==> src/logic/cpu_consts.svh <==
`ifndef CPU_CONSTS_SVH
`define CPU_CONSTS_SVH

`define DATA_W     8                  // Data byte width
`define ADDR_W     7                  // Program address width
`define MEM_DEPTH  128                // Program store size in bytes
`define FLAG_W     5                  // Sign, carry, zero, parity, overflow

`define BUS2_W     2                  // Bus 2 source select width
`define BUS2_MEM   2'd0               // Program memory read data
`define BUS2_ONE   2'd1               // Constant one for inc and dec
`define BUS2_ALU   2'd2               // ALU result

`define OP_HALT    8'h00
`define OP_INC     8'h01
`define OP_DEC     8'h02
`define OP_NOT     8'h03
`define OP_JMP     8'h04              // Relative jump by inline offset
`define OP_ADD     8'h10
`define OP_SUB     8'h20
`define OP_MUL     8'h30              // Low byte of product
`define OP_AND     8'h60
`define OP_OR      8'h70
`define OP_XOR     8'h80
`define OP_NAND    8'h90
`define OP_NOR     8'hA0
`define OP_XNOR    8'hB0
`define OP_CMP     8'hC0

`endif
==> src/logic/cpuPkg.sv <==
`include "cpu_consts.svh"

package cpuPkg;

    // Opcode byte as a unary select on the low nibble
    typedef struct packed {
        logic [`DATA_W/2-1:0] group;    // Zero for unary ops
        logic [`DATA_W/2-1:0] sel;      // 1 inc, 2 dec, 3 not
    } unaryView;

    // Binary ops select on the high nibble
    typedef struct packed {
        logic [`DATA_W/2-1:0] sel;      // 1 add through C cmp
        logic [`DATA_W/2-1:0] group;    // Zero for binary ops
    } binaryView;

    typedef union packed {
        unaryView  unary;
        binaryView binary;
    } opcodeUnion;

    typedef struct packed {
        logic sign;
        logic carry;                    // Carry out or borrow on sub and cmp
        logic zero;
        logic parity;                   // XOR of result bits
        logic overflow;                 // Signed overflow or mul high byte set
    } aluFlags;

    typedef enum logic [3:0] {
        aluAdd, aluSub, aluMul, aluAnd, aluOr, aluXor,
        aluNand, aluNor, aluXnor, aluCmp, aluNot, aluPass
    } aluOp;

    typedef enum logic [3:0] {
        stIdle,                         // Waiting for run
        stFetchInc, stFetchLoad, stDecode,
        stAInc, stALoad,                // Operand A read
        stBAddr, stBInc, stBLoad,       // Operand B or jump offset read
        stExec, stJump,
        stResultReq, stResultRelease,   // Four-phase result handshake
        stHalt
    } cpuState;

endpackage

==> src/logic/ctrlIf.sv <==
`timescale 1ns/1ps
`include "cpu_consts.svh"

interface ctrlIf import cpuPkg::*; ();
    logic irLoad;                       // Register load strobes
    logic marLoad;
    logic aLoad;
    logic bLoad;
    logic cLoad;
    logic flagsLoad;
    logic pcInc;                        // PC plus one
    logic pcJump;                       // PC plus B
    logic [`BUS2_W-1:0] bus2Sel;        // Load source for IR, A, B, C
    aluOp aluSel;

    modport control (
        output irLoad, marLoad, aLoad, bLoad, cLoad, flagsLoad,
        output pcInc, pcJump, bus2Sel, aluSel
    );

    modport datapath (
        input irLoad, marLoad, aLoad, bLoad, cLoad, flagsLoad,
        input pcInc, pcJump, bus2Sel, aluSel
    );
endinterface

==> src/logic/byteCpu.sv <==
`timescale 1ns/1ps
`include "cpu_consts.svh"

module byteCpu (
    input  logic                clock,
    input  logic                reset,
    input  logic                loadReq,
    input  logic [`ADDR_W-1:0]  loadAddr,
    input  logic [`DATA_W-1:0]  loadData,
    output logic                loadAck,
    input  logic                run,
    output logic                resultReq,
    output logic [`DATA_W-1:0]  resultOpcode,
    output logic [`DATA_W-1:0]  resultValue,
    output logic [`FLAG_W-1:0]  resultFlags,
    input  logic                resultAck,
    output logic                done
);

    ctrlIf ctrlBus ();                   // Control to datapath strobes

    logic [`ADDR_W-1:0] memAddr;
    logic [`DATA_W-1:0] memData;
    logic [`DATA_W-1:0] ir;
    logic [`DATA_W-1:0] regA;
    logic [`DATA_W-1:0] regB;
    logic [`DATA_W-1:0] regC;
    logic [`DATA_W-1:0] aluResult;
    logic [`FLAG_W-1:0] aluFlagsOut;     // Combinational ALU flags
    logic [`FLAG_W-1:0] flagsReg;        // Latched in execute

    programMemory memoryInst (
        .clock    (clock),
        .reset    (reset),
        .loadReq  (loadReq),
        .loadAddr (loadAddr),
        .loadData (loadData),
        .run      (run),
        .readAddr (memAddr),
        .loadAck  (loadAck),
        .readData (memData)
    );

    controlUnit controlInst (
        .clock        (clock),
        .reset        (reset),
        .run          (run),
        .ir           (ir),
        .c            (regC),
        .b            (regB),
        .flags        (flagsReg),
        .resultAck    (resultAck),
        .ctrl         (ctrlBus.control),
        .resultReq    (resultReq),
        .resultOpcode (resultOpcode),
        .resultValue  (resultValue),
        .resultFlags  (resultFlags),
        .done         (done)
    );

    dataPath dataPathInst (
        .clock      (clock),
        .reset      (reset),
        .ctrl       (ctrlBus.datapath),
        .memData    (memData),
        .aluResult  (aluResult),
        .aluFlagsIn (aluFlagsOut),
        .memAddr    (memAddr),
        .ir         (ir),
        .a          (regA),
        .b          (regB),
        .c          (regC),
        .flags      (flagsReg)
    );

    alu aluInst (
        .a      (regA),
        .b      (regB),
        .aluSel (ctrlBus.aluSel),
        .result (aluResult),
        .flags  (aluFlagsOut)
    );

endmodule

==> src/logic/controlUnit.sv <==
`timescale 1ns/1ps
`include "cpu_consts.svh"

module controlUnit import cpuPkg::*; (
    input  logic                clock,
    input  logic                reset,
    input  logic                run,
    input  logic [`DATA_W-1:0]  ir,
    input  logic [`DATA_W-1:0]  c,
    input  logic [`DATA_W-1:0]  b,
    input  aluFlags             flags,
    input  logic                resultAck,
    ctrlIf.control              ctrl,
    output logic                resultReq,
    output logic [`DATA_W-1:0]  resultOpcode,
    output logic [`DATA_W-1:0]  resultValue,
    output aluFlags             resultFlags,
    output logic                done
);

    cpuState    state;
    cpuState    nextState;
    opcodeUnion opView;                  // IR seen as unary or binary select
    logic       isUnary;
    logic       isBinary;
    logic       isJump;
    logic       isHalt;

    assign opView = ir;

    // Instruction class
    always_comb begin
        isUnary  = 1'b0;
        isBinary = 1'b0;
        isJump   = 1'b0;
        isHalt   = 1'b0;
        case (ir)
            `OP_INC, `OP_DEC, `OP_NOT: isUnary = 1'b1;
            `OP_JMP:                   isJump  = 1'b1;
            `OP_ADD, `OP_SUB, `OP_MUL, `OP_AND, `OP_OR,
            `OP_XOR, `OP_NAND, `OP_NOR, `OP_XNOR, `OP_CMP:
                isBinary = 1'b1;
            `OP_HALT: isHalt = 1'b1;
            default:  isHalt = 1'b1;     // Unknown codes stop the CPU
        endcase
    end

    // ALU select from the nibble that carries it
    always_comb begin
        ctrl.aluSel = aluPass;
        if (isUnary) begin
            case (opView.unary.sel)
                4'h1:    ctrl.aluSel = aluAdd;   // Inc with B at one
                4'h2:    ctrl.aluSel = aluSub;   // Dec with B at one
                4'h3:    ctrl.aluSel = aluNot;
                default: ctrl.aluSel = aluPass;
            endcase
        end else if (isBinary) begin
            case (opView.binary.sel)
                4'h1:    ctrl.aluSel = aluAdd;
                4'h2:    ctrl.aluSel = aluSub;
                4'h3:    ctrl.aluSel = aluMul;
                4'h6:    ctrl.aluSel = aluAnd;
                4'h7:    ctrl.aluSel = aluOr;
                4'h8:    ctrl.aluSel = aluXor;
                4'h9:    ctrl.aluSel = aluNand;
                4'hA:    ctrl.aluSel = aluNor;
                4'hB:    ctrl.aluSel = aluXnor;
                4'hC:    ctrl.aluSel = aluCmp;
                default: ctrl.aluSel = aluPass;
            endcase
        end
    end

    always_ff @(posedge clock or negedge reset) begin
        if (!reset) begin
            state <= stIdle;
            done  <= 1'b0;
        end else begin
            state <= nextState;
            if (state == stHalt) done <= 1'b1;   // Sticky until reset
        end
    end

    always_comb begin
        nextState = state;
        case (state)
            stIdle:      if (run) nextState = stFetchInc;
            stFetchInc:  nextState = stFetchLoad;
            stFetchLoad: nextState = stDecode;
            stDecode: begin
                if (isHalt)      nextState = stHalt;
                else if (isJump) nextState = stBInc;     // Offset is the only operand
                else             nextState = stAInc;
            end
            stAInc:      nextState = stALoad;
            stALoad:     nextState = isBinary ? stBAddr : stExec;
            stBAddr:     nextState = stBInc;
            stBInc:      nextState = stBLoad;
            stBLoad:     nextState = isJump ? stJump : stExec;
            stExec:      nextState = stResultReq;
            stJump:      nextState = stResultReq;
            stResultReq: if (resultAck) nextState = stResultRelease;
            stResultRelease: if (!resultAck) nextState = stFetchInc;
            stHalt:      nextState = stHalt;
            default:     nextState = stIdle;
        endcase
    end

    // Datapath strobes per state
    always_comb begin
        ctrl.irLoad    = 1'b0;
        ctrl.marLoad   = 1'b0;
        ctrl.aLoad     = 1'b0;
        ctrl.bLoad     = 1'b0;
        ctrl.cLoad     = 1'b0;
        ctrl.flagsLoad = 1'b0;
        ctrl.pcInc     = 1'b0;
        ctrl.pcJump    = 1'b0;
        ctrl.bus2Sel   = `BUS2_MEM;
        case (state)
            stIdle:          ctrl.marLoad = run;          // Opcode address
            stFetchInc:      ctrl.pcInc   = 1'b1;
            stFetchLoad:     ctrl.irLoad  = 1'b1;
            stDecode: begin
                ctrl.marLoad = 1'b1;                      // First operand address
                ctrl.bLoad   = 1'b1;                      // Immediate one until B is read
                ctrl.bus2Sel = `BUS2_ONE;
            end
            stAInc:          ctrl.pcInc   = 1'b1;
            stALoad:         ctrl.aLoad   = 1'b1;
            stBAddr:         ctrl.marLoad = 1'b1;
            stBInc:          ctrl.pcInc   = 1'b1;
            stBLoad:         ctrl.bLoad   = 1'b1;
            stExec: begin
                ctrl.cLoad     = 1'b1;
                ctrl.flagsLoad = 1'b1;
                ctrl.bus2Sel   = `BUS2_ALU;
            end
            stJump:          ctrl.pcJump  = 1'b1;         // Relative to next opcode
            stResultRelease: ctrl.marLoad = !resultAck;   // Next opcode address
            default:         ctrl.bus2Sel = `BUS2_MEM;
        endcase
    end

    // Result record held stable by the stalled state
    assign resultReq    = (state == stResultReq);
    assign resultOpcode = ir;
    assign resultValue  = isJump ? b : c;                 // Jump reports its offset
    assign resultFlags  = isJump ? aluFlags'('0) : flags;

endmodule

==> src/logic/dataPath.sv <==
`timescale 1ns/1ps
`include "cpu_consts.svh"

module dataPath import cpuPkg::*; (
    input  logic                clock,
    input  logic                reset,
    ctrlIf.datapath             ctrl,
    input  logic [`DATA_W-1:0]  memData,     // Program byte at MAR
    input  logic [`DATA_W-1:0]  aluResult,
    input  aluFlags             aluFlagsIn,
    output logic [`ADDR_W-1:0]  memAddr,
    output logic [`DATA_W-1:0]  ir,
    output logic [`DATA_W-1:0]  a,
    output logic [`DATA_W-1:0]  b,
    output logic [`DATA_W-1:0]  c,
    output aluFlags             flags
);

    logic [`ADDR_W-1:0] pc;              // Wraps at 128
    logic [`ADDR_W-1:0] mar;
    logic [`ADDR_W-1:0] bus1;            // Address bus into MAR
    logic [`DATA_W-1:0] bus2;            // Data bus into IR, A, B, C

    assign bus1 = pc;

    always_comb begin
        case (ctrl.bus2Sel)
            `BUS2_MEM: bus2 = memData;
            `BUS2_ONE: bus2 = `DATA_W'(1);
            `BUS2_ALU: bus2 = aluResult;
            default:   bus2 = memData;
        endcase
    end

    always_ff @(posedge clock or negedge reset) begin
        if (!reset) begin
            pc    <= '0;
            mar   <= '0;
            ir    <= '0;
            a     <= '0;
            b     <= '0;
            c     <= '0;
            flags <= '0;
        end else begin
            if (ctrl.pcJump) begin
                pc <= pc + b[`ADDR_W-1:0];      // Offset taken mod 128
            end else if (ctrl.pcInc) begin
                pc <= pc + 1'b1;
            end
            if (ctrl.marLoad)   mar   <= bus1;
            if (ctrl.irLoad)    ir    <= bus2;
            if (ctrl.aLoad)     a     <= bus2;
            if (ctrl.bLoad)     b     <= bus2;
            if (ctrl.cLoad)     c     <= bus2;
            if (ctrl.flagsLoad) flags <= aluFlagsIn;
        end
    end

    assign memAddr = mar;

endmodule

==> src/logic/alu.sv <==
`timescale 1ns/1ps
`include "cpu_consts.svh"

module alu import cpuPkg::*; (
    input  logic [`DATA_W-1:0] a,
    input  logic [`DATA_W-1:0] b,
    input  aluOp               aluSel,
    output logic [`DATA_W-1:0] result,
    output aluFlags            flags
);

    logic [`DATA_W:0]     sum;          // Extra bit is carry out
    logic [`DATA_W:0]     diff;         // Extra bit is borrow
    logic [2*`DATA_W-1:0] product;

    assign sum     = {1'b0, a} + {1'b0, b};
    assign diff    = {1'b0, a} - {1'b0, b};
    assign product = a * b;

    always_comb begin
        result = '0;
        flags  = '0;
        case (aluSel)
            aluAdd: begin               // Also inc with B at one
                result         = sum[`DATA_W-1:0];
                flags.carry    = sum[`DATA_W];
                flags.overflow = (a[`DATA_W-1] == b[`DATA_W-1]) &&
                                 (result[`DATA_W-1] != a[`DATA_W-1]);
            end
            aluSub: begin               // Also dec with B at one
                result         = diff[`DATA_W-1:0];
                flags.carry    = diff[`DATA_W];  // Set when a below b
                flags.overflow = (a[`DATA_W-1] != b[`DATA_W-1]) &&
                                 (result[`DATA_W-1] != a[`DATA_W-1]);
            end
            aluMul: begin
                result         = product[`DATA_W-1:0];
                flags.overflow = |product[2*`DATA_W-1:`DATA_W];
            end
            aluAnd:  result = a & b;
            aluOr:   result = a | b;
            aluXor:  result = a ^ b;
            aluNand: result = ~(a & b);
            aluNor:  result = ~(a | b);
            aluXnor: result = ~(a ^ b);
            aluNot:  result = ~a;
            aluCmp: begin               // Result stays zero
                flags.zero  = (a == b);
                flags.carry = diff[`DATA_W];
            end
            default: result = a;        // Pass
        endcase

        // Sign, zero and parity track the result except on compare
        if (aluSel != aluCmp) begin
            flags.zero   = (result == '0);
            flags.parity = ^result;
            flags.sign   = (aluSel != aluMul) && result[`DATA_W-1];
        end
    end

endmodule

==> src/logic/programMemory.sv <==
`timescale 1ns/1ps
`include "cpu_consts.svh"

module programMemory (
    input  logic                clock,
    input  logic                reset,
    input  logic                loadReq,    // Host write request
    input  logic [`ADDR_W-1:0]  loadAddr,
    input  logic [`DATA_W-1:0]  loadData,
    input  logic                run,        // Blocks loading while high
    input  logic [`ADDR_W-1:0]  readAddr,   // From MAR
    output logic                loadAck,
    output logic [`DATA_W-1:0]  readData
);

    logic [`DATA_W-1:0] mem [`MEM_DEPTH];   // Program bytes
    logic               loadBusy;           // Byte written and handshake still open
    logic               writeEn;

    // Accept a new byte only from the idle phase
    assign writeEn = loadReq && !loadBusy && !run;

    always_ff @(posedge clock) begin
        if (writeEn) begin
            mem[loadAddr] <= loadData;
        end
    end

    // Two-state load handshake
    always_ff @(posedge clock or negedge reset) begin
        if (!reset) begin
            loadBusy <= 1'b0;
            loadAck  <= 1'b0;
        end else if (!loadBusy) begin
            if (writeEn) begin
                loadBusy <= 1'b1;           // Ack follows next cycle
            end
        end else if (loadReq) begin
            loadAck <= 1'b1;                // Hold until request drops
        end else begin
            loadAck  <= 1'b0;
            loadBusy <= 1'b0;               // Ready for the next byte
        end
    end

    assign readData = mem[readAddr];        // Asynchronous read port

endmodule

==> config.mk <==
export PLATFORM = sky130hd
export DESIGN_NAME = byteCpu
export DESIGN_NICKNAME = d
export VERILOG_FILES = /design/src/logic/cpuPkg.sv /design/src/logic/ctrlIf.sv /design/src/logic/byteCpu.sv /design/src/logic/controlUnit.sv /design/src/logic/dataPath.sv /design/src/logic/alu.sv /design/src/logic/programMemory.sv
export VERILOG_INCLUDE_DIRS = /design/src /design/src/logic
export SDC_FILE = /design/constraint.sdc
export NUM_CORES = 1
export LEC_CHECK = 0
export ABC_CLOCK_PERIOD_IN_PS = 6890
export BUFFER_PORTS_ARGS = -buffer_cell sky130_fd_sc_hd__buf_4
export CAP_MARGIN = 0
export CORE_MARGIN = 1
export CORE_UTILIZATION = 25
export CTS_CLUSTER_DIAMETER = 100
export DETAILED_ROUTE_END_ITERATION = 10
export PLACE_DENSITY = 0.41
export SLEW_MARGIN = 20
export SYNTH_ARGS = -nofsm -noshare
export SYNTH_HDL_FRONTEND = slang
export SYNTH_SLANG_ARGS = --single-unit
==> constraint.sdc <==
create_clock -name clock -period 6.89 [get_ports clock]
set_clock_uncertainty 0.05 [all_clocks]
set_input_delay 0.689 -clock clock [delete_from_list [all_inputs] [get_ports clock]]
set_output_delay 0.689 -clock clock [all_outputs]
set_load 0.01 [all_outputs]
==> reports/results.tsv <==
stage	metric	value	unit
synth	synth.avg_cell_area	18.04	um^2
placement	placed_cell_area	0.04996	mm^2
timing	tightest_slew	1.123	ns
worst_setup_path	crit_type	reg -> reg	
clock_network	clkLatencyLatePin	0.75	ns
power	p_leak	17.27	nW
timing	rsz0062_at_grt	no	
clock_network	htree_levels	3	
synth	netlist_area	0.04673	mm^2
synth	yosysTopAreaCell	edfxtp_1	
grt	antenna_found_initial	1	
worst_setup_path	end_kind	flop	
grt	grt_pass1_vias	26050	
route	drc	0	
synth	yosysMostFrequentCell	edfxtp_1	
route	wl_per_cell	26.32	um
power	ir_drop	0.4305	mV
timing	min_period	5.305	ns
synth	synth-seq-area-share	68.91	%
clock_network	clockRootBuffer	clkbuf_16	
placement	portBuffers	43	
synth	synth_edf_count	1024	
route	ant_nets	0	
clock_network	cts_resized	0	
die	num_io_pins	44	
route	viasPerCell	4.689	
clock_network	post_cts_buffers	0	
run_status	outcome	complete, no violations	
power	power_density	485.1	mW/mm^2
grt	grt_pass1_wl	198200	um
synth	synthArstFlopShare	5.360	%
timing	drv_slew	0	
finish	drive_gt1_share	22.04	%
grt	use_met3	2.230	%
route	drt-total-wl	138200	um
finish	final_core_util	29.07	%
timing	max_freq	188.5	MHz
timing	setup_viol	0	
die	num_rows	158	
synth	synth_top_area_share	65.80	%
placement	dp_slack	1.606	ns
clock_network	hold_buffers	0	
worst_setup_path	critPathSlowestCell	dfrtp_1	
worst_setup_path	max_stage_delay	0.54	ns
synth	ys_types	87	
synth	yosys_register_bits	1082	
die	initial_core_util	25.17	%
timing	worst_slack	1.585	ns
placement	routabilityCongestion	0.8524	
finish	fillers	18330	
grt	met1_usage	19.50	%
timing	setup-tns-final	0	ns
grt	grt_usage	14.74	%
job	max_cap_violations	0	
synth	synth.area.top_cells	edfxtp_1 66%, mux4_2 14%, dfrtp_1 3.1%, ha_1 2.0%, nor2_1 1.9%	
finish	final_nets	2800	
clock_network	cts_tree	yes	
die	die_w	434.3	um
worst_setup_path	cp_cell_sequence	inv_1 > nor2_1 > fa_1 > fa_1 > ha_1 > inv_1 > fa_1 > inv_1 > ha_1 > a21o_1 > a21oi_1 > xor2_1 > o221ai_1 > a22oi_1 > a32oi_1 > inv_2 > ha_1 > xnor2_1 > xnor2_1 > o31ai_1	
clock_network	numCtsBuffers	119	
route	drtIter0Drc	1759	
grt	top_usage_layer	met2	
worst_setup_path	start_kind	flop	
worst_setup_path	arrival	5.88	ns
clock_network	cts_buffer_depth	3	
synth	syn-instance-count	2590	
timing	final.period_utilization	77.00	%
synth	synthTopCellsByCount	1,024 x edfxtp_1, 296 x mux4_2, 234 x nor2_1, 106 x nand2_1, 88 x inv_1	
finish	final_area	0.05397	mm^2
synth	synth-warning-count	0	
synth	syn_nets	2725	
finish	area.growth.synth_to_final	15.50	%
grt	grt_max_degree	83	
synth	ys.flop_type	edfxtp_1	
clock_network	cts_num_sinks	1082	
die	dieArea	0.1886	mm^2
route	firstDrtPassIters	5	
worst_setup_path	crit_fanout	10	
route	via_count	24620	
grt	overflow	0	
placement	dp_hpwl	89920	um
min_path	hold_class	in -> async	
clock_network	path_clk_slew	0.06	ns
grt	grtUsageMet2	24.95	%
die	core	0.1856	mm^2
timing	relSlewSlack	24.87	%
timing	finalHoldViolations	0	
worst_setup_path	crit_required	7.46	ns
die	die_y	434.3	um
where the power goes:
group / internal, mW / switching [mW] / leakage [nW] / total (mW)
registers: 7.37 / 0.500 / 9.88 / 7.87
logic: 4.90 / 6.91 / 5.45 / 11.8
clock network: 3.80 / 2.70 / 1.94 / 6.50
area by class of cell:
class / instances / area, um^2 / share of cell area [%]
Inverter: 93 / 349.1 / 0.6468
Sequential cell: 1082 / 32210 / 59.69
Timing Repair Buffer: 81 / 708.2 / 1.312
Multi-Input combinational cell: 1288 / 13600 / 25.19
Clock buffer: 148 / 3137 / 5.812
Antenna cell: 1 / 2.502 / 0.004636
Tap cell: 2480 / 3103 / 5.749
Clock inverter: 76 / 863.3 / 1.600
state kept, by name, indices dropped and copies added, names as in the netlist:
name                  flops
memoryInst.mem         1024
memoryInst.loadBusy       1
dataPathInst.flags        5
controlInst.done          1
dataPathInst.c            8
dataPathInst.b            8
dataPathInst.a            8
memoryInst.loadAck        1
controlInst.state         4
dataPathInst.memAddr      7
dataPathInst.ir           8
dataPathInst.bus1         7
per-stage QoR:
step	hold WS [ns]	power [mW]	cells
after global placement	0.4188	19.82	5024
final	0.06768	26.18	5249
after floorplan	0.3434	15.86	2590
after global routing	0.1016	27.78	5248
after detailed placement	0.4180	19.90	5024
after CTS	0.05568	26.49	5248
critical path: cells and delay by family (launching register included):
kind / cells / cell delay (ns)
compound gates: 6 / 1.34
fa+ha+maj: 6 / 2.32
simple gates: 1 / 0.12
buf+inv: 4 / 0.48
flops: 1 / 0.54
xor+xnor: 3 / 0.38
kinds of logic (layout without fill, tap and decap cells):
kind of cell    Yosys count  count (layout)  synth area share, %
fa+ha+maj               115             115                3.706
mux                     368             368                15.85
xor+xnor                 25              25               0.4686
flops                  1082            1082                68.91
simple gates            487             487                4.670
compound gates          293             293                4.335
buf+inv                 220             398                2.059
other cells               0               1                    0
worst paths after layout:
path / startpoint / end / slack, ns / cells past startpoint
worst max register to register: dataPathInst.a[1] / dataPathInst.flags[1] / 1.58 / 20
worst min-delay path: reset / controlInst.state[2] / 0.07 / 1
worst max-delay path: dataPathInst.a[1] / dataPathInst.flags[1] / 1.58 / 20
min in group clock: loadReq / memoryInst.loadAck / 0.18 / 2
worst min register to register: dataPathInst.bus1[6] / dataPathInst.bus1[6] / 0.43 / 1
max in group asynchronous: reset / dataPathInst.memAddr[1] / 6.00 / 1
layout by cell type, fill, tap and decap left out, types with 17 or more instances in the layout:
cell type,synthesis,final
edfxtp_1,1024,1024
mux4_2,296,296
nor2_1,234,232
clkbuf_16,0,119
nand2_1,106,101
inv_1,88,88
ha_1,76,76
buf_4,10,73
a21oi_1,72,72
mux2i_1,56,56
dfrtp_1,58,54
fa_1,39,39
nand3_1,35,35
o21ai_0,34,34
clkinv_1,3,24
clkbuf_1,63,24
clkinv_2,0,23
xnor2_1,19,19
nor3_1,19,18
nor2b_1,17,17
a22oi_1,17,17
per-layer routing:
metal / vias up / wire [um] / share of wire [%]
met5: - / 13 / 0.0094
met4: 2 / 3715 / 2.7
met3: 177 / 5443 / 3.9
met2: 605 / 68280 / 49
met1: 13290 / 60720 / 44
li1: 10540 / - / -
Note: power is estimated with default switching activity, not from simulation.
